### src/include/colmix_cfg.svh
/*
 * colour mixer configuration
 * palette geometry and depth of the colour/blank delay line
 */
`ifndef COLMIX_CFG_SVH
`define COLMIX_CFG_SVH

// palette address width, one 16-bit word per address
`define COLMIX_PAL_AW 11

// palette word width
`define COLMIX_PAL_DW 16

// colour/blank delay in pixel enables, counted from the layer sample
`define COLMIX_BLANK_DLY 3

`endif
### src/design/video_pkg.sv
/*
 * video types for the colour mixer
 * layer pixel fields, palette address, palette colour, object priority
 */
`include "colmix_cfg.svh"

package video_pkg;

    // pixel bus widths from the tile and object generators
    localparam int CHAR_PXL_W = 7;
    localparam int SCR_PXL_W  = 11;
    localparam int OBJ_PXL_W  = 12;

    // palette address bit that marks an object colour
    localparam int PAL_OBJ_BIT = 10;

    // bit 10 object, bits 3:0 pen in colour group
    typedef logic [`COLMIX_PAL_AW-1:0] pal_addr_t;

    // low colour bits live in the top of the word
    typedef struct packed {
        logic       b_lo;
        logic       g_lo;
        logic       r_lo;
        logic [3:0] b_hi;
        logic [3:0] g_hi;
        logic [3:0] r_hi;
    } rgb15_t;

    // object priority, which tile layer the object beats
    typedef enum logic [1:0] {
        PRIO_LOW  = 2'd0,
        PRIO_SCR2 = 2'd1,
        PRIO_SCR1 = 2'd2,
        PRIO_CHAR = 2'd3
    } obj_prio_e;

endpackage

### src/design/blank_delay.sv
/*
 * colour and blanking delay line
 * shifts at pixel enables, flags get one extra stage since they
 * enter before the palette colour does
 */
`timescale 1ns/1ps
`include "colmix_cfg.svh"

module blank_delay (
    input  logic                clk,
    input  logic                rst_n,
    input  logic                pxl_cen,
    input  logic                hblank_n,
    input  logic                vblank_n,
    input  video_pkg::rgb15_t   rgb_in,
    output video_pkg::rgb15_t   rgb_out,
    output logic                hblank_n_dly,
    output logic                vblank_n_dly
);

    import video_pkg::*;

    localparam int DLY = `COLMIX_BLANK_DLY;

    // colour enters at enable k+1, flags at enable k
    rgb15_t     col_sr [DLY];
    // bit 1 vblank, bit 0 hblank
    logic [1:0] blk_sr [DLY+1];

    always_ff @(posedge clk) begin
        if (!rst_n) begin
            // black, blanked
            for (int i = 0; i < DLY; i++) begin
                col_sr[i] <= '0;
            end
            for (int i = 0; i <= DLY; i++) begin
                blk_sr[i] <= 2'b00;
            end
        end else if (pxl_cen) begin
            col_sr[0] <= rgb_in;
            blk_sr[0] <= {vblank_n, hblank_n};
            for (int i = 1; i < DLY; i++) begin
                col_sr[i] <= col_sr[i-1];
            end
            for (int i = 1; i <= DLY; i++) begin
                blk_sr[i] <= blk_sr[i-1];
            end
        end
    end

    assign rgb_out      = col_sr[DLY-1];
    assign hblank_n_dly = blk_sr[DLY][0];
    assign vblank_n_dly = blk_sr[DLY][1];

endmodule

### config.mk
export PLATFORM = sky130hd
export DESIGN_NAME = blank_delay
export DESIGN_NICKNAME = d
export VERILOG_FILES = /design/src/design/video_pkg.sv /design/src/design/blank_delay.sv
export VERILOG_INCLUDE_DIRS = /design/src /design/src/include
export SDC_FILE = /design/constraint.sdc
export NUM_CORES = 1
export LEC_CHECK = 0
export BUFFER_PORTS_ARGS = -buffer_cell sky130_fd_sc_hd__buf_4
export CAP_MARGIN = 20
export CORE_AREA = 2 2 65 67
export CTS_BUF_LIST = sky130_fd_sc_hd__clkbuf_8
export DETAILED_ROUTE_END_ITERATION = 8
export DIE_AREA = 0 0 67 69
export GPL_ROUTABILITY_DRIVEN = 1
export GPL_TIMING_DRIVEN = 0
export PLACE_DENSITY = 0.85
export SYNTH_ARGS = -nofsm -noshare
export SYNTH_HDL_FRONTEND = slang
export SYNTH_SLANG_ARGS = --single-unit
### constraint.sdc
create_clock -name clk -period 2.3 [get_ports clk]
set_input_delay 0.46 -clock clk [delete_from_list [all_inputs] [get_ports clk]]
set_output_delay 0.46 -clock clk [all_outputs]
set_load 0.03 [all_outputs]
==> flow_metrics.tcl <==
set metrics [dict create \
    vias 1142 \
    path_clk_slew_ns 0.09 \
    slew_violations 0 \
    fin_nets 196 \
    max_freq_mhz 681 \
    rsz0062_at_grt "no" \
    regToRegStartpoint "col_sr[0][22]$_SDFFCE_PN0P_" \
    rr_worst_depth 1 \
    fill_cells 290 \
    regToRegEndpoint "col_sr[0][37]$_SDFFCE_PN0P_" \
    slew_headroom 0.730 \
    ys_types 6 \
    syn-num-nets 152 \
    crit_path_start "col_sr[0][35]$_SDFFCE_PN0P_" \
    cts_hold_buf 0 \
    gp_congestion 0.687 \
    cpMostUsedCell "buf_4" \
    drt-met1-wl_um 1230 \
    clk_latency_ns 0.30 \
    syn_area_per_cell_um2 16.4 \
    gr-total-overflow 0 \
    worst_pin_slew_ns 0.404 \
    io_pins 37 \
    yosysTopAreaCell "edfxtp_1" \
    synth.yosys.warnings 0 \
    synth_area_leaders "edfxtp_1 (74%), and3_2 (18%), buf_4 (5.2%)" \
    hp-class "primary input to flip-flop" \
    layout_min_cycle_time_ns 1.47 \
    drive_gt1_frac 0.699 \
    start_util 0.552 \
    regArea_um2 1590 \
    fp.dieH_um 69 \
    core_um2 3910 \
    synthCells 132 \
    power_density_nw_per_um2 740 \
    cts.sinks 53 \
    cap_violations 0 \
    endpoint "rgb_out[5]" \
    grt_antenna_before_repair 0 \
    syn_area_um2 2160 \
    dr_wl_met2_um 1700 \
    hold_depth 2 \
    post_drt_wl_per_cell_um 13.9 \
    fin_area_um2 2620 \
    status "finished clean" \
    dpl_worst_slack_ns 0.664 \
    cts_root_buffer "clkbuf_8" \
    num_rows 23 \
    final-hold-violation-count 0 \
    crit_path_start_kind "flip-flop" \
    numPortBuffers 36 \
    finalClockSkew_ns 0.00890 \
    firstDrtPassIters 4 \
    n_antenna_cell 0 \
    ys_ff_latch 53 \
    cts_tree "yes" \
    leakage_nw 1.23 \
    multi_input_area_um2 407 \
    worstPathArrival_ns 1.01 \
    grt_pass1_vias 1099 \
    crit_slowest_cell "edfxtp_1" \
    cp_max_fo 1 \
    top_layer "met4" \
    cpPeakStageDelay_ns 0.40 \
    setup_viol 0 \
    end_kind "output pin" \
    clockBufferDepth 2 \
    drc_errors 0 \
    grt_max_degree 37 \
    path_class "flip-flop to output pin" \
    finalWorstSetupSlack_ns 0.832 \
    synth_top_area_share 0.737 \
    grt_pass1_wl_um 5060 \
    cts_setup_buffers 0 \
    ir_drop_mv 0.495 \
    wl_um 3150 \
    r2r_slack_ns 1.45 \
    ctsResizeCount 0 \
    finalCritPeriodShare 0.638 \
    die_area_um2 4620 \
    h-tree-depth 2 \
    dp_hpwl_um 2200 \
    critical_path_required_ns 1.84 \
    crit_chain "buf_4 > buf_4" \
    ys_seq_area_frac 0.737 \
    route.met3.wl_um 138 \
    drt_iter0_markers 34 \
    dpl_cell_area_um2 2510 \
    cts_made_buffers 5 \
    track_usage 0.151 \
    ant_nets 0 \
    die_w_um 67 \
    syn2layout_area_growth_pct 21.2 \
    viasPerCell 5.05 \
]
[layer usage]
metal  GRT usage  up-vias
met5           0        -
met4      0.0816        0
li1            -      566
met1       0.172      533
met3      0.0343        5
met2       0.256       38
[cell type report]
| class | instances | area share |
|---|---|---|
| tap | 50 | 0.0239 |
| multi-input combinational | 54 | 0.155 |
| clock buffer | 5 | 0.0263 |
| clock inverter | 2 | 0.0134 |
| sequential | 53 | 0.608 |
| timing repair buffer | 37 | 0.111 |
| buffer | 25 | 0.0621 |
[sequential cells by signal, indices dropped and copies added (netlist names)]
signal	flops
col_sr	45
blk_sr	8
[report_power, final]
part	internal (W)	switching [W]	leakage, nW
Combinational	0.0000939	0.0000984	0.591
Sequential	0.00113	0.0000159	0.582
Clock	0.000316	0.000279	0.0540
[synthesized netlist by cell type (all sizes together)]
cell    count
edfxtp     53
buf        20
and3       53
clkbuf      5
or2b        1
[placed cells by master, fill, tap and decap left out]
master,n
bufinv_16,1
clkinv_2,1
and3_2,53
edfxtp_1,53
buf_12,1
buf_4,51
clkbuf_2,5
clkbuf_8,5
buf_2,5
or2b_2,1
[logic make-up (layout without fill, tap and decap cells)]
| kind of cell | Yosys count | in the layout | synth area share |
|---|---|---|---|
| buffers and inverters | 25 | 69 | 0.0753 |
| AND/OR/NAND/NOR | 54 | 54 | 0.188 |
| flip-flops | 53 | 53 | 0.737 |
[critical path, delay by kind of cell, from the launching register on]
family	cells	cell delay, ns
flops	1	0.40
buf+inv	2	0.31
[through the flow]
stage	util	setup TNS, ns	hold slack [ns]	instances	total power [W]
2_1_floorplan	-	0	0.555	132	0.00128
3_3_place_gp	0.637	-9.79	0.558	218	0.00135
3_5_place_dp	0.642	0	0.564	219	0.00136
4_1_cts	0.669	0	0.488	226	0.00194
5_1_grt	0.669	0	0.495	226	0.00199
6_report	0.669	0	0.494	226	0.00194
[worst min path at each step]
stage | end | from | slack (ns)
floorplan | blk_sr[1][1]$_SDFFCE_PN0P_ | blk_sr[0][1]$_SDFFCE_PN0P_ | 0.55
global placement | blk_sr[1][1]$_SDFFCE_PN0P_ | blk_sr[0][1]$_SDFFCE_PN0P_ | 0.56
detailed placement | col_sr[0][31]$_SDFFCE_PN0P_ | col_sr[0][16]$_SDFFCE_PN0P_ | 0.56
CTS | col_sr[0][11]$_SDFFCE_PN0P_ | rgb_in[11] | 0.49
global route | col_sr[0][8]$_SDFFCE_PN0P_ | rgb_in[8] | 0.50
finish | col_sr[0][13]$_SDFFCE_PN0P_ | rgb_in[13] | 0.49
Power figures use the tool's default switching activity.
