$ cat src/include/colmix_cfg.svh
/*
 * colour mixer configuration
 * palette geometry and depth of the colour/blank delay line
 */
`ifndef COLMIX_CFG_SVH
`define COLMIX_CFG_SVH

// palette address width, one 16-bit word per address
`define COLMIX_PAL_AW 11

// palette word width
`define COLMIX_PAL_DW 16

// colour/blank delay in pixel enables, counted from the layer sample
`define COLMIX_BLANK_DLY 3

`endif
$ cat src/design/video_pkg.sv
/*
 * video types for the colour mixer
 * layer pixel fields, palette address, palette colour, object priority
 */
`include "colmix_cfg.svh"

package video_pkg;

    // pixel bus widths from the tile and object generators
    localparam int CHAR_PXL_W = 7;
    localparam int SCR_PXL_W  = 11;
    localparam int OBJ_PXL_W  = 12;

    // palette address bit that marks an object colour
    localparam int PAL_OBJ_BIT = 10;

    // bit 10 object, bits 3:0 pen in colour group
    typedef logic [`COLMIX_PAL_AW-1:0] pal_addr_t;

    // low colour bits live in the top of the word
    typedef struct packed {
        logic       b_lo;
        logic       g_lo;
        logic       r_lo;
        logic [3:0] b_hi;
        logic [3:0] g_hi;
        logic [3:0] r_hi;
    } rgb15_t;

    // object priority, which tile layer the object beats
    typedef enum logic [1:0] {
        PRIO_LOW  = 2'd0,
        PRIO_SCR2 = 2'd1,
        PRIO_SCR1 = 2'd2,
        PRIO_CHAR = 2'd3
    } obj_prio_e;

endpackage

$ cat src/design/layer_prio.sv
/*
 * layer priority
 * merges the object into each tile layer and picks the first opaque
 * layer, giving the palette address for the video read
 */
`timescale 1ns/1ps

module layer_prio (
    input  logic                                 clk,
    input  logic                                 rst_n,
    input  logic                                 pxl_cen,
    input  logic [video_pkg::CHAR_PXL_W-1:0]     char_pxl,
    input  logic [video_pkg::SCR_PXL_W-1:0]      scr1_pxl,
    input  logic [video_pkg::SCR_PXL_W-1:0]      scr2_pxl,
    input  logic [video_pkg::OBJ_PXL_W-1:0]      obj_pxl,
    output video_pkg::pal_addr_t                 pal_addr
);

    import video_pkg::*;

    // merged layers, 0 char, 1 scroll 1, 2 scroll 2
    pal_addr_t lyr0;
    pal_addr_t lyr1;
    pal_addr_t lyr2;

    obj_prio_e obj_prio;
    logic      obj_pen_nz;

    assign obj_prio   = obj_prio_e'(obj_pxl[11:10]);
    // pen 0 is transparent for objects
    assign obj_pen_nz = |obj_pxl[3:0];

    // object takes the layer only with a visible pen,
    // a low tile priority bit and a matching priority field
    function automatic pal_addr_t merge_layer(
        input logic [9:0] tile_col,
        input logic       tile_prio,
        input logic [9:0] obj_col,
        input logic       obj_pen,
        input logic       prio_hit
    );
        pal_addr_t res;
        if (obj_pen && prio_hit && !tile_prio) begin
            res = {1'b1, obj_col};
        end else begin
            res = {1'b0, tile_col};
        end
        return res;
    endfunction

    // objects use four pen bits, tiles only three
    function automatic logic is_opaque(input pal_addr_t a);
        logic opq;
        if (a[PAL_OBJ_BIT]) begin
            opq = |a[3:0];
        end else begin
            opq = |a[2:0];
        end
        return opq;
    endfunction

    // sample all layers at the pixel enable
    always_ff @(posedge clk) begin
        if (!rst_n) begin
            lyr0 <= '0;
            lyr1 <= '0;
            lyr2 <= '0;
        end else if (pxl_cen) begin
            // char colour is 6 bits, pad to tile width
            lyr0 <= merge_layer({4'd0, char_pxl[5:0]}, char_pxl[6],
                                obj_pxl[9:0], obj_pen_nz, obj_prio == PRIO_CHAR);
            lyr1 <= merge_layer(scr1_pxl[9:0], scr1_pxl[10],
                                obj_pxl[9:0], obj_pen_nz, obj_prio == PRIO_SCR1);
            lyr2 <= merge_layer(scr2_pxl[9:0], scr2_pxl[10],
                                obj_pxl[9:0], obj_pen_nz, obj_prio == PRIO_SCR2);
        end
    end

    // first opaque layer wins, backdrop is entry 0
    always_comb begin
        if (is_opaque(lyr0)) begin
            pal_addr = lyr0;
        end else if (is_opaque(lyr1)) begin
            pal_addr = lyr1;
        end else if (is_opaque(lyr2)) begin
            pal_addr = lyr2;
        end else begin
            pal_addr = '0;
        end
    end

    // object colour never reaches the palette with pen 0
    obj_pen_a: assert property (@(posedge clk) disable iff (!rst_n)
        pal_addr[PAL_OBJ_BIT] |-> pal_addr[3:0] != 4'd0);

endmodule

$ cat config.mk
export PLATFORM = sky130hd
export DESIGN_NAME = layer_prio
export DESIGN_NICKNAME = d
export VERILOG_FILES = /design/src/design/video_pkg.sv /design/src/design/layer_prio.sv
export VERILOG_INCLUDE_DIRS = /design/src /design/src/include
export SDC_FILE = /design/constraint.sdc
export NUM_CORES = 1
export LEC_CHECK = 0
export ABC_AREA = 1
export ABC_CLOCK_PERIOD_IN_PS = 1700
export BUFFER_PORTS_ARGS = -buffer_cell sky130_fd_sc_hd__buf_4
export CAP_MARGIN = 20
export CORE_ASPECT_RATIO = 1.25
export CORE_MARGIN = 1.5
export CORE_UTILIZATION = 57
export CTS_CLUSTER_SIZE = 30
export DETAILED_ROUTE_END_ITERATION = 12
export GPL_ROUTABILITY_DRIVEN = 0
export MAX_ROUTING_LAYER = met4
export PLACE_DENSITY_LB_ADDON = 0.25
export SLEW_MARGIN = 40
export SYNTH_ARGS = -nofsm -noshare
export SYNTH_HDL_FRONTEND = slang
export SYNTH_SLANG_ARGS = --single-unit
$ cat constraint.sdc
create_clock -name clk -period 1.7 [get_ports clk]
set_input_delay 0.255 -clock clk [delete_from_list [all_inputs] [get_ports clk]]
set_output_delay 0.255 -clock clk [all_outputs]
set_load 0.02 [all_outputs]
==> results of run 1 <==
cell families after synthesis:
family                 Yosys count  synth area share, %
AND/OR/NAND/NOR                162                 39.9
buffers and inverters           58                 13.7
AO/OA/AOI/OAI                   53                 14.3
flip-flops                      33                 32.1
layout make-up:
class / instances / area share, %
multi-input cells: 215 / 44.7
flip-flops and latches: 33 / 25.2
repair buffers: 66 / 18.9
inverters: 43 / 6.31
clock buffers: 8 / 3.04
well taps: 39 / 1.85
cells in the final DEF (no fill, tap or decap), drive strengths merged:
master / instances
a21boi: 2
inv: 42
nor2: 32
o22ai: 1
dfxtp: 33
clkinv: 1
o21ai: 14
nand2: 80
buf: 66
or2: 5
a21oi: 27
clkbuf: 8
nand3: 42
nand4: 3
a31oi: 9
flip-flops by register name (all words and copies together) (netlist names):
register / flops
lyr0: 11
lyr2: 11
lyr1: 11
power by group:
| part | switching (mW) | total, mW | leakage, nW | internal (mW) |
|---|---|---|---|---|
| registers | 0.0292 | 0.853 | 0.274 | 0.823 |
| logic | 0.347 | 0.626 | 0.984 | 0.279 |
| clock network | 0.281 | 0.572 | 0.0395 | 0.291 |
per-stage QoR:
step / setup TNS [ns] / power (mW) / worst slack [ns] / util, %
3_5_place_dp: 0 / 1.42 / 0.203 / 69.8
5_1_grt: -0.580 / 2.15 / -0.0801 / 75.7
4_1_cts: -0.0193 / 2.02 / -0.0121 / 74.0
3_3_place_gp: 0 / 1.41 / 0.227 / 69.8
6_report: 0 / 2.05 / 0.00202 / 75.7
2_1_floorplan: 0 / 1.21 / 0.235 / -
repair_timing:
| item | in CTS | in global routing |
|---|---|---|
| gates resized for setup | 15 | 19 |
| endpoints found under the setup margin | 10 | 11 |
| buffers inserted | 4 | 3 |
| pin swaps | 4 | 8 |
metal layers:
metal  wire length (um)  vias to the layer above  GRT usage, %
met1               2250                     1020          35.1
met5                  0                        -             -
met3                405                        8          5.56
li1                   -                     1094             -
met4                 41                        0          7.67
met2               2780                       91          49.2
worst max-delay path, cell delays in order, from the launching register on:
cell	delay, ns
dfxtp_1	0.32
inv_1	0.07
nand4_1	0.15
buf_6	0.19
o21ai_1	0.16
nand2_1	0.07
nand2_1	0.06
buf_4	0.13
worst paths after layout:
path,slack [ns],cells after the start,to,from
setup / recovery,0.002,7,pal_addr[2],lyr1[2]
hold / removal,0.23,3,lyr2[3],scr2_pxl[3]
setup reg to reg,0.93,4,lyr2[2],lyr2[2]
hold reg to reg,0.47,2,lyr0[9],lyr0[9]
==> results.cfg, run 1 <==
[routing]
dr.pass1.iters = 5
vias = 2213
ant_nets = 0
wl_mm = 5.48
drc = 0
wire_per_inst_um = 13.6
vias_per_cell = 5.48
drtIter0Drc = 131

[final_layout]
num_antenna_cells = 0
fin_cells = 404
drive_gt1_share_pct = 35.9
nets = 408
multi_input_area_sq_mm = 0.00118
regArea_sq_um = 664
flow.area_growth_from_synthesis_pct = 28.3
fill_cells = 270
final_area_sq_mm = 0.00264

[clock_network]
clk_pin_slew_ns = 0.07
insertion_delay_ns = 0.28
hold_buffers = 0
htree_levels = 2
cts_buffers = 5
cts_root_buf = clkbuf_8
cts_tree = built
clock-sinks = 33
cts_buffer_depth = 2

[yosys]
syn-instance-count = 306
synth.avg_cell_area_sq_um = 6.72
netlist_area_sq_mm = 0.00206
synth_ff_type = dfxtp_1
yosysWarningCount = 0
netlist-cell-type-count = 29
yosysMostFrequentCell = nand2_1
ys_top_cells_by_area = dfxtp_1 (32%), nand2_1 (12%), nand3_1 (8.3%)
synth_common_cells = nand2_1 (66), inv_1 (41), nand3_1 (34)
synth-seq-area-share_pct = 32.1
synth-edff-count = 0
synth_area_leader_cell = dfxtp_1
synthDominantCellAreaShare_pct = 32.1
synth_nets = 350
ys_seq_elements = 33
async_flop_share_pct = 0

[timing]
tightest_slew_ns = 0.265
fmax_mhz = 589
fin_skew_ns = 0
finalSetupViolCount = 0
timing.final.crit_share_pct = 99.9
holdWs_ns = 0.231
hold_viol_final = 0
rsz0062_at_grt = yes
min_period_ns = 1.70
maxSlewHeadroom_pct = 82.3
slew_violations = 0

[floorplanning]
io_pins = 55
coreArea_sq_mm = 0.00348
start_util_pct = 59.0
placementRows = 24
die_w_um = 56.7
die_area_sq_mm = 0.00398
die_y_um = 70.1

[power]
leakage_nw = 1.30
p_per_area_mw_per_mm2 = 777
peakVddDrop_mv = 0.650

[global_route]
antenna_found_initial = 0
grt_pass1_wl_mm = 8.96
grt_pass1_vias = 2045
overflow = 0
grt.total_usage_pct = 29.1
grt_max_degree = 28

[hold_path]
hp-class = primary input to flop

[job]
cap_violations = 0

[place]
hpwl_mm = 3.83
port_buffers = 54
placed_cell_area_sq_mm = 0.00243
dp.cells = 389

[critical_path]
path_class = flop to output port
critPathCaptureType = output port
crit_arrival_ns = 1.44
required_ns = 1.44
cp_max_fo = 10
cp-start-kind = flop

[status]
status = completed
(Power assumes the default switching activity.)
==> inputs of run 2 (changes only) <==
ABC_CLOCK_PERIOD_IN_PS = 2200   (was 1700)
GPL_TIMING_DRIVEN = 1   (was unset)
clock period = 2.2 ns   (was 1.7 ns; I/O delays follow)
==> run 2 against run 1 <==
  * Hold slack better by 0.068 ns
  * Register-to-register slack better by 0.48 ns
  * Combinational power is 31% lower
  * Clock skew stayed put
  * Cell area is 3.9% lower
  * Critical path depth stayed put
  * Highest routed layer unchanged
  * Non-clock buffer count is 9 lower
  * Final cell count is 2.2% lower
  * Sequential share of layout area is 0.88 points higher
==> results.cfg, run 2 (synthesis gave the netlist of run 1 again) <==
[final_layout]
final_area_sq_mm = 0.00253
drive_gt1_share_pct = 28.9
num_antenna_cells = 0
top_regs = lyr0 (11), lyr1 (11), lyr2 (11)
nets = 399
flow.area_growth_from_synthesis_pct = 23.3
final_core_util_pct = 72.7
final_common_cell = nand2_1
mostFrequentLayoutCells = nand2_1 (66), buf_4 (57), inv_1 (41)

[place]
placed_cell_area_sq_mm = 0.00242
hpwl_mm = 3.71
port_buffers = 54

[global_route]
grt_max_degree = 29
overflow = 0
grt_pass1_wl_mm = 8.83
grt_pass1_vias = 1944
antenna_found_initial = 0
grt.total_usage_pct = 29.1

[timing]
hold_viol_final = 0
min_period_ns = 1.93
tightest_slew_ns = 0.718
timing.final.crit_share_pct = 87.8
fmax_mhz = 518
rsz0062_at_grt = no
maxSlewHeadroom_pct = 52.1
tns_ns = 0
finalSetupViolCount = 0
fin_skew_ns = 0
slew_violations = 0

[routing]
wire_per_inst_um = 13.6
dr.pass1.iters = 5
drtIter0Drc = 124
drc = 0
wl_mm = 5.37
ant_nets = 0
vias_per_cell = 5.45
vias = 2152

[floorplanning]
placementRows = 24
start_util_pct = 59.0
die_area_sq_mm = 0.00398
die_w_um = 56.7
coreArea_sq_mm = 0.00348
io_pins = 55
die_y_um = 70.1

[critical_path]
crit_arrival_ns = 1.60
rr_startpoint = lyr0[2]
path_class = flop to output port
ff2ff_path_depth = 2
cp_max_fo = 8
r2r_setup_slack_ns = 1.41
crit_start = lyr0[2]
critPathCaptureType = output port
cp-start-kind = flop
required_ns = 1.87

[clock_network]
htree_levels = 2
cts_root_buf = clkbuf_8
cts_tree = built
cts_buffers = 5
postCtsResizedCells = 0
cts_buffer_depth = 2
hold_buffers = 0
post_cts_buffers = 0
insertion_delay_ns = 0.29
clock-sinks = 33
clk_pin_slew_ns = 0.07

[power]
p_per_area_mw_per_mm2 = 663
leakage_nw = 1.27
peakVddDrop_mv = 0.556

[status]
status = completed

[hold_path]
min-delay-start = scr2_pxl[3]
hp-class = primary input to flop
whs_path_depth = 3

[job]
cap_violations = 0
[run 2: cell types whose count changed in the layout (fill, tap and decap cells not counted), sizes merged]
cell,previous run,this run
buf,66,57
bufinv,0,1
clkbuf,8,7
[run 2: where the power goes]
part | total [mW] | internal [mW] | switching, mW
Sequential | 0.655 | 0.635 | 0.0198
Clock | 0.592 | 0.369 | 0.223
Combinational | 0.431 | 0.181 | 0.250
[run 2: critical path, cell delays in order, from the launching register on]
cell     delay [ns]
dfxtp_1        0.31
inv_1          0.12
nand3_1        0.11
nor2_2         0.24
or2_2          0.17
inv_1          0.04
a21oi_1        0.15
buf_4          0.17
[run 2: path summary, 6_finish.rpt]
check,to
min,lyr2[3]
max,pal_addr[6]
max reg2reg,lyr0[2]
min reg2reg,lyr0[8]
[run 2: area by class of cell]
cell class	count	area, sq um
Multi-Input combinational cell	215	1110
Sequential cell	33	661
Tap cell	39	48.8
Clock inverter	1	30.0
Clock buffer	7	86.3
Inverter	43	166
Fill cell	314	950
Timing Repair Buffer	57	428
[run 2: per-layer routing]
layer	GRT usage (%)	up-vias	part of all wire, %
li1	-	1077	-
met1	37.3	969	41
met2	46.6	96	50
met3	3.52	10	6.9
met4	10.8	0	1.7
met5	-	-	0
[run 2: per-stage QoR]
stage          hold slack [ns]  instances  worst slack (ns)  power [mW]
2_1_floorplan            0.439        306             0.660       0.933
3_3_place_gp             0.447        387             0.657        1.08
3_5_place_dp             0.452        387             0.603        1.09
4_1_cts                  0.300        395             0.289        1.68
5_1_grt                  0.309        395             0.189        1.75
6_report                 0.299        395             0.268        1.68
