### src/include/colmix_cfg.svh
/*
 * colour mixer configuration
 * palette geometry and depth of the colour/blank delay line
 */
`ifndef COLMIX_CFG_SVH
`define COLMIX_CFG_SVH

// palette address width, one 16-bit word per address
`define COLMIX_PAL_AW 11

// palette word width
`define COLMIX_PAL_DW 16

// colour/blank delay in pixel enables, counted from the layer sample
`define COLMIX_BLANK_DLY 3

`endif
### src/design/cpu_bus_pkg.sv
/*
 * CPU bus types for palette access
 * request operation and byte enables
 */
`include "colmix_cfg.svh"

package cpu_bus_pkg;

    // request direction
    typedef enum logic {
        CPU_READ  = 1'b0,
        CPU_WRITE = 1'b1
    } cpu_op_e;

    // one enable per byte lane of the palette word
    typedef logic [`COLMIX_PAL_DW/8-1:0] byte_en_t;

    // byte lane positions inside byte_en_t
    localparam int BE_LO = 0;
    localparam int BE_HI = 1;

endpackage

### src/design/video_pkg.sv
/*
 * video types for the colour mixer
 * layer pixel fields, palette address, palette colour, object priority
 */
`include "colmix_cfg.svh"

package video_pkg;

    // pixel bus widths from the tile and object generators
    localparam int CHAR_PXL_W = 7;
    localparam int SCR_PXL_W  = 11;
    localparam int OBJ_PXL_W  = 12;

    // palette address bit that marks an object colour
    localparam int PAL_OBJ_BIT = 10;

    // bit 10 object, bits 3:0 pen in colour group
    typedef logic [`COLMIX_PAL_AW-1:0] pal_addr_t;

    // low colour bits live in the top of the word
    typedef struct packed {
        logic       b_lo;
        logic       g_lo;
        logic       r_lo;
        logic [3:0] b_hi;
        logic [3:0] g_hi;
        logic [3:0] r_hi;
    } rgb15_t;

    // object priority, which tile layer the object beats
    typedef enum logic [1:0] {
        PRIO_LOW  = 2'd0,
        PRIO_SCR2 = 2'd1,
        PRIO_SCR1 = 2'd2,
        PRIO_CHAR = 2'd3
    } obj_prio_e;

endpackage

### src/design/pal_cpu_port.sv
/*
 * CPU palette port
 * valid/ready request handshake, byte-enabled writes and
 * one-cycle read response strobe
 */
`timescale 1ns/1ps
`include "colmix_cfg.svh"

module pal_cpu_port (
    input  logic                        clk,
    input  logic                        rst_n,
    // request
    input  logic                        cpu_valid,
    output logic                        cpu_ready,
    input  cpu_bus_pkg::cpu_op_e        cpu_op,
    input  video_pkg::pal_addr_t        cpu_addr,
    input  logic [`COLMIX_PAL_DW-1:0]   cpu_wdata,
    input  cpu_bus_pkg::byte_en_t       cpu_be,
    // response
    output logic                        rsp_valid,
    output logic [`COLMIX_PAL_DW-1:0]   rsp_rdata,
    // RAM side
    output video_pkg::pal_addr_t        ram_addr,
    output logic [`COLMIX_PAL_DW-1:0]   ram_wdata,
    output cpu_bus_pkg::byte_en_t       ram_we,
    input  logic [`COLMIX_PAL_DW-1:0]   ram_q
);

    import cpu_bus_pkg::*;

    typedef enum logic {
        PORT_IDLE,
        PORT_READ
    } port_state_e;

    port_state_e state;
    logic        wr_acc;
    logic        rd_acc;

    // only idle takes requests
    assign cpu_ready = (state == PORT_IDLE);
    assign wr_acc    = cpu_valid && cpu_ready && (cpu_op == CPU_WRITE);
    assign rd_acc    = cpu_valid && cpu_ready && (cpu_op == CPU_READ);

    // RAM sees the request on the accepting edge
    assign ram_addr  = cpu_addr;
    assign ram_wdata = cpu_wdata;
    assign ram_we    = wr_acc ? cpu_be : '0;

    always_ff @(posedge clk) begin
        if (!rst_n) begin
            state     <= PORT_IDLE;
            rsp_valid <= 1'b0;
        end else begin
            rsp_valid <= 1'b0;
            case (state)
                PORT_IDLE: begin
                    if (rd_acc) begin
                        state <= PORT_READ;
                    end
                end
                // RAM word is ready, strobe it out
                PORT_READ: begin
                    state     <= PORT_IDLE;
                    rsp_valid <= 1'b1;
                end
                default: begin
                    state <= PORT_IDLE;
                end
            endcase
        end
    end

    // read data held while rsp_valid is high
    always_ff @(posedge clk) begin
        if (state == PORT_READ) begin
            rsp_rdata <= ram_q;
        end
    end

    // response strobe is a single cycle
    rsp_pulse_a: assert property (@(posedge clk) disable iff (!rst_n)
        rsp_valid |=> !rsp_valid);

    // accepted read stalls the request side, then answers
    rd_wait_a: assert property (@(posedge clk) disable iff (!rst_n)
        rd_acc |=> !cpu_ready ##1 rsp_valid);

endmodule

### config.mk
export PLATFORM = sky130hd
export DESIGN_NAME = pal_cpu_port
export DESIGN_NICKNAME = d
export VERILOG_FILES = /design/src/design/cpu_bus_pkg.sv /design/src/design/video_pkg.sv /design/src/design/pal_cpu_port.sv
export VERILOG_INCLUDE_DIRS = /design/src /design/src/include
export SDC_FILE = /design/constraint.sdc
export NUM_CORES = 1
export LEC_CHECK = 0
export BUFFER_PORTS_ARGS = -buffer_cell sky130_fd_sc_hd__clkbuf_2
export CAP_MARGIN = 20
export CORE_MARGIN = 5
export CORE_UTILIZATION = 34
export CTS_CLUSTER_DIAMETER = 200
export DETAILED_ROUTE_END_ITERATION = 7
export PLACE_DENSITY = 0.84
export SETUP_SLACK_MARGIN = 0.4
export SLEW_MARGIN = 20
export SYNTH_ARGS = -nofsm -noshare
export SYNTH_HDL_FRONTEND = slang
export SYNTH_SLANG_ARGS = --single-unit
### constraint.sdc
create_clock -name clk -period 4.47 [get_ports clk]
set_clock_uncertainty 0.2 [all_clocks]
set_input_delay 1.1175 -clock clk [delete_from_list [all_inputs] [get_ports clk]]
set_output_delay 1.1175 -clock clk [all_outputs]
set_load 0.01 [all_outputs]
==> results of run 1 <==
-- worst max-delay path, cell delays in order --
cell and delay [ns]:
clkbuf_2 0.09, and4b_2 0.21, clkbuf_2 0.13
-- final timing paths --
kind,from,end,slack (ns),depth (start not counted)
setup reg to reg,state,rsp_rdata[10],3.34,1
hold / removal,state,state,0.44,1
hold reg to reg,state,state,0.44,1
setup / recovery,cpu_valid,ram_we[1],1.60,3
-- sequential cells by signal, summed over array words and instances, names as in the netlist --
| register | count |
|---|---|
| state | 1 |
| rsp_valid | 1 |
| rsp_rdata | 16 |
-- report_power, final --
part	total, mW	switching, mW	internal (mW)
registers	0.190	0.00131	0.188
logic	0.0209	0.00958	0.0113
clock network	0.0705	0.0394	0.0312
total	0.281	0.0502	0.231
-- cell usage after synthesis --
master and n:
and2_2 1, and4b_2 2, and4bb_2 1, buf_4 27, dfxtp_1 2, edfxtp_1 16, inv_1 1
-- cell type report --
type                            instances  area (µm²)  area share (%)
Clock buffer                            3        22.5            2.69
Tap cell                               28        35.0            4.19
Timing Repair Buffer                   42         213            25.4
Inverter                                1        3.75           0.448
Sequential cell                        18         520            62.2
Multi-Input combinational cell          4        42.5            5.08
-- metrics by stage --
stage | hold WS (ns) | area [µm²] | std cells | worst slack, ns | total power [mW]
2_1_floorplan | 0.522 | 769 | 50 | 1.80 | 0.225
3_3_place_gp | 0.402 | 815 | 93 | 1.62 | 0.214
3_5_place_dp | 0.422 | 815 | 93 | 1.61 | 0.215
4_1_cts | 0.440 | 837 | 96 | 1.61 | 0.284
5_1_grt | 0.486 | 837 | 96 | 1.58 | 0.294
6_report | 0.441 | 837 | 96 | 1.60 | 0.281
-- cells by family after synthesis --
kind of cell,after synthesis,share of synthesized area (%)
buf+inv,28,26.8
simple gates,4,5.53
flops,18,67.6
-- per-layer routing --
layer	track usage (%)	wire (µm)	up-vias	share of wire, %
li1	-	-	182	-
met1	7.71	403	180	30
met4	6.62	47	0	3.5
met2	11.8	591	41	44
met3	3.62	302	12	22
met5	0	0	-	0
==> impl_results.md, run 1 <==
* Status: completed
* DIE AREA at 3310 µm²
* Die W at 57.6 µm
* Setup CP Type: input port to output port
* Fillers at 195
* Antenna violations before repair at 0
* Slew Limit Fails at 0
* Synth top area share at 62.4%
* Mapped Nets at 99
* Diodes inserted at 0
* Commonest non-fill, non-tap cell in the layout: clkbuf_2
* Area grow syn2layout at 8.78%
* Global-route wire length before repair at 1980 µm
* Worst-path clk slew at 0.08 ns
* CP Data Required Time at 3.15 ns
* Nets at 119
* H-tree Lvls at 1
* Syn_area_per_cell at 15.4 µm²
* Hold Fails Final Rpt at 0
* Pwr dens at 336 nW/µm²
* Final setup vio count at 0
* Synth area leader: edfxtp_1
* Critical path data arrival time at 1.55 ns
* Post-route setup TNS at 0 ns
* Final period util at 64.2%
* Fin crit period at 2.87 ns
* Finished Core Util at 38.2%
* Vias at 415
* Vias/cell at 4.32
* Synth area leaders: edfxtp_1, buf_4, dfxtp_1
* Worst VDD drop at 0.000135 V
* Die Span Y at 57.6 µm
* Cts repair resizes at 0
* DR pass1 iterations at 1
* GRT Total Usage at 7.66%
* Core area at 2190 µm²
* Post-Syn Area at 769 µm²
* Commonest cells after routing, fill and taps aside: clkbuf_2, edfxtp_1, clkbuf_4
* FF+latch count, synth at 18
* Vias in the first global route at 405
* Unrepaired setup endpoints after global routing: false
* Yosys Warn Count at 0
* Static Leak at 0.372 nW
* Pin count of the biggest net entering global routing at 19
* Post-synthesis sequential area ratio at 67.6%
* Cells after synthesis at 50
* CTS Root Cell: clkbuf_4
* Sink Count at 18
* Worst-Margin Slew at 0.207 ns
* Clock buffer depth at 2
* Routability Congestion at 0.752
* CTS Hold Buffers Added at 0
* Synth cell types at 7
* Row cnt at 17
* Share of cells above drive strength 1 at 72.1%
* Initial Util at 35.1%
* Startpoint types: input port
* Max Clk Rate at 348 MHz
* Setup bufs post-CTS at 0
* Total of max-cap violations at 0
* Post-DR wirelength/cell at 14.0 µm
* Routed Antenna Nets at 0
* CTS tree: built
* Gr ovfl total at 0
* Crit-path max FO at 3
* Initial drt markers at 0
* I/O Pins at 96
* Post-route DRC violation count at 0
* Crit. End Element: output port
* Worst Hold Class: register to register
* Total wire length at 1350 µm
* IO Port Bufs at 41
* Slew headroom at 86.2%
* Clock Latency Late Sink at 0.27 ns
* Total CTS buffers at 3
(Power assumes the default switching activity.)
==> inputs of run 2 (changes only) <==
--- a/config.mk
+++ b/config.mk
@@ -9,10 +9,10 @@
 export BUFFER_PORTS_ARGS = -buffer_cell sky130_fd_sc_hd__clkbuf_2
 export CAP_MARGIN = 20
 export CORE_MARGIN = 5
-export CORE_UTILIZATION = 34
+export CORE_UTILIZATION = 31
 export CTS_CLUSTER_DIAMETER = 200
 export DETAILED_ROUTE_END_ITERATION = 7
-export PLACE_DENSITY = 0.84
+export PLACE_DENSITY = 0.78
 export SETUP_SLACK_MARGIN = 0.4
 export SLEW_MARGIN = 20
 export SYNTH_ARGS = -nofsm -noshare
==> constraint.sdc (replaced) <==
create_clock -name clk -period 2.8 [get_ports clk]
set_clock_uncertainty 0.2 [all_clocks]
set_input_delay 0.7 -clock clk [delete_from_list [all_inputs] [get_ports clk]]
set_output_delay 0.7 -clock clk [all_outputs]
set_load 0.01 [all_outputs]
==> impl_results.md, run 2 (same netlist as run 1, synthesis figures left out) <==
* Status: completed (unchanged)
* Total wire length at 1600 µm (was 1350 µm)
* DR pass1 iterations at 4 (was 1)
* Sw power at 86.8 µW (was 50.2 µW)
* Post-DR wirelength/cell at 16.1 µm (was 14.0 µm)
* Cts repair resizes at 0 (unchanged)
* Crit-path leading delay family: buffers and inverters (unchanged)
* Final setup vio count at 0 (unchanged)
* Largest regs: rsp_rdata: 16 flops, rsp_valid: 1 flops, state: 1 flops (unchanged)
* Pin count of the biggest net entering global routing at 19 (unchanged)
* Diodes inserted at 0 (unchanged)
* Worst VDD drop at 0.000232 V (was 0.000135 V)
* Core area at 2430 µm² (was 2190 µm²)
* Seq pwr share at 66.2% (was 67.5%)
* Critical path data arrival time at 1.13 ns (was 1.55 ns)
* Vias in the first global route at 387 (was 405)
* Reg2Reg Depth at 1 (unchanged)
* GRT Total Usage at 8.16% (was 7.66%)
* CTS Root Cell: clkbuf_4 (unchanged)
* Commonest non-fill, non-tap cell in the layout: clkbuf_2 (unchanged)
* Placed cell count at 95 (was 93)
* Worst Hold Class: input port to register (was register to register)
* Share of cells above drive strength 1 at 71.0% (was 72.1%)
* Hold slack at 0.385 ns (was 0.441 ns)
* Critical-path cell list: clkbuf_2, and4b_2, clkbuf_2 (unchanged)
* Max Clk Rate at 493 MHz
* Final period util at 72.5%
* Vias/cell at 4.09 (was 4.32)
* Worst-Margin Slew at 0.210 ns (was 0.207 ns)
* Setup CP Type: input port to output port (unchanged)
* Nets at 119 (unchanged)
* Initial Util at 31.6% (was 35.1%)
* Total CTS buffers at 3 (unchanged)
* CTS tree: built (unchanged)
* Hold Fails Final Rpt at 0 (unchanged)
* Pwr dens at 542 nW/µm² (was 336 nW/µm²)
* Die W at 59.8 µm (was 57.6 µm)
* Setup crit end: ram_we[0] (was ram_we[1])
* Clock buffer depth at 2 (unchanged)
* CTS Hold Buffers Added at 0 (unchanged)
* Slew headroom at 86.0% (was 86.2%)
* Slowest stage delay, CP at 0.21 ns (about the same)
* Static Leak at 0.374 nW (was 0.372 nW)
* I/O Pins at 96 (unchanged)
* Clock Latency Late Sink at 0.28 ns (was 0.27 ns)
* Post-route DRC violation count at 0 (unchanged)
* Routed Antenna Nets at 0 (unchanged)
* Gr ovfl total at 0 (unchanged)
* Startpoint types: input port (unchanged)
* Area grow syn2layout at 9.59% (was 8.78%)
* Finished Core Util at 34.7% (was 38.2%)
* Unrepaired setup endpoints after global routing: false (unchanged)
* IO Port Bufs at 41 (unchanged)
* Row cnt at 18 (was 17)
* H-tree Lvls at 1 (unchanged)
* Setup bufs post-CTS at 0 (unchanged)
* Worst R2R Start: state (unchanged)
* Worst reg-to-reg setup slack at 1.68 ns (was 3.34 ns)
* CP Data Required Time at 1.90 ns (was 3.15 ns)
* Slew Limit Fails at 0 (unchanged)
* Logic pwr share at 7.3% (was 7.4%)
* Sw Share at 19.0% (was 17.9%)
* Reg2reg end: rsp_rdata[6] (was rsp_rdata[10])
* Crit. End Element: output port (unchanged)
* Clock Power Share at 26.5% (was 25.1%)
* Routability Congestion at 0.662 (was 0.752)
* Worst setup path start: cpu_valid (unchanged)
* Worst Path Buf+Inv at 2 (unchanged)
* DP HPWL at 1430 µm
* DIE AREA at 3580 µm² (was 3310 µm²)
* Vias at 405 (was 415)
* Antenna violations before repair at 0 (unchanged)
* Fin crit period at 2.03 ns
* Global-route wire length before repair at 2060 µm (was 1980 µm)
* Final Total Pwr at 457 µW (was 281 µW)
* Worst-path clk slew at 0.09 ns (was 0.08 ns)
* Crit-path max FO at 3 (unchanged)
* Post-route setup TNS at 0 ns (unchanged)
* Total of max-cap violations at 0 (unchanged)
* Most used cell, CP: clkbuf_2 (unchanged)
* Worst path slowest cell: and4b_2 (unchanged)
* Critical path depth at 3 (unchanged)
* Fillers at 234 (was 195)
* Final std cells w/o fill at 99 (was 96)
* Sink Count at 18 (unchanged)
* Power Internal at 370 µW (was 231 µW)
* Largest register by flop count: rsp_rdata (unchanged)
* Commonest cells after routing, fill and taps aside: clkbuf_2, edfxtp_1, clkbuf_4 (unchanged)
* Initial drt markers at 6 (was 0)
* Die Span Y at 59.8 µm (was 57.6 µm)
* Max FFs per register at 16 (unchanged)
## run 2: worst min path at each step
stage	startpoint	endpoint	cells after the start
5_1_grt	ram_q[3]	rsp_rdata[3]	1
3_3_place_gp	state	state	1
6_report	ram_q[14]	rsp_rdata[14]	1
2_1_floorplan	state	rsp_rdata[0]	0
3_5_place_dp	state	state	1
4_1_cts	ram_q[3]	rsp_rdata[3]	1
## run 2: through the flow
stage | worst slack (ns) | area [µm²]
after floorplan | 0.910 | 769
after global placement | 0.786 | 817
after detailed placement | 0.768 | 817
after CTS | 0.767 | 843
after global routing | 0.722 | 843
final | 0.771 | 843
## run 2: layout make-up
class,count,area [µm²],share of cell area (%)
Sequential cell,18,520,61.7
Timing Repair Buffer,42,213,25.2
Multi-Input combinational cell,4,42.5,5.04
Tap cell,30,37.5,4.45
Clock buffer,3,22.5,2.67
Clock inverter,1,3.75,0.445
Inverter,1,3.75,0.445
## run 2: power by group through the flow
stage                     clock network [mW]  registers, mW  logic [mW]
after detailed placement                   0          0.309      0.0343
after global routing                   0.139          0.304      0.0367
final                                  0.121          0.303      0.0334
after CTS                              0.127          0.303      0.0344
after floorplan                            0          0.315      0.0433
after global placement                     0          0.309      0.0327
## run 2: routing by layer
metal	global-route usage [%]	part of all wire (%)	wire length (µm)
met5	0	0	0
met4	9.18	6.4	102
met3	4.54	24	381
met2	12.3	42	671
met1	7.03	28	442
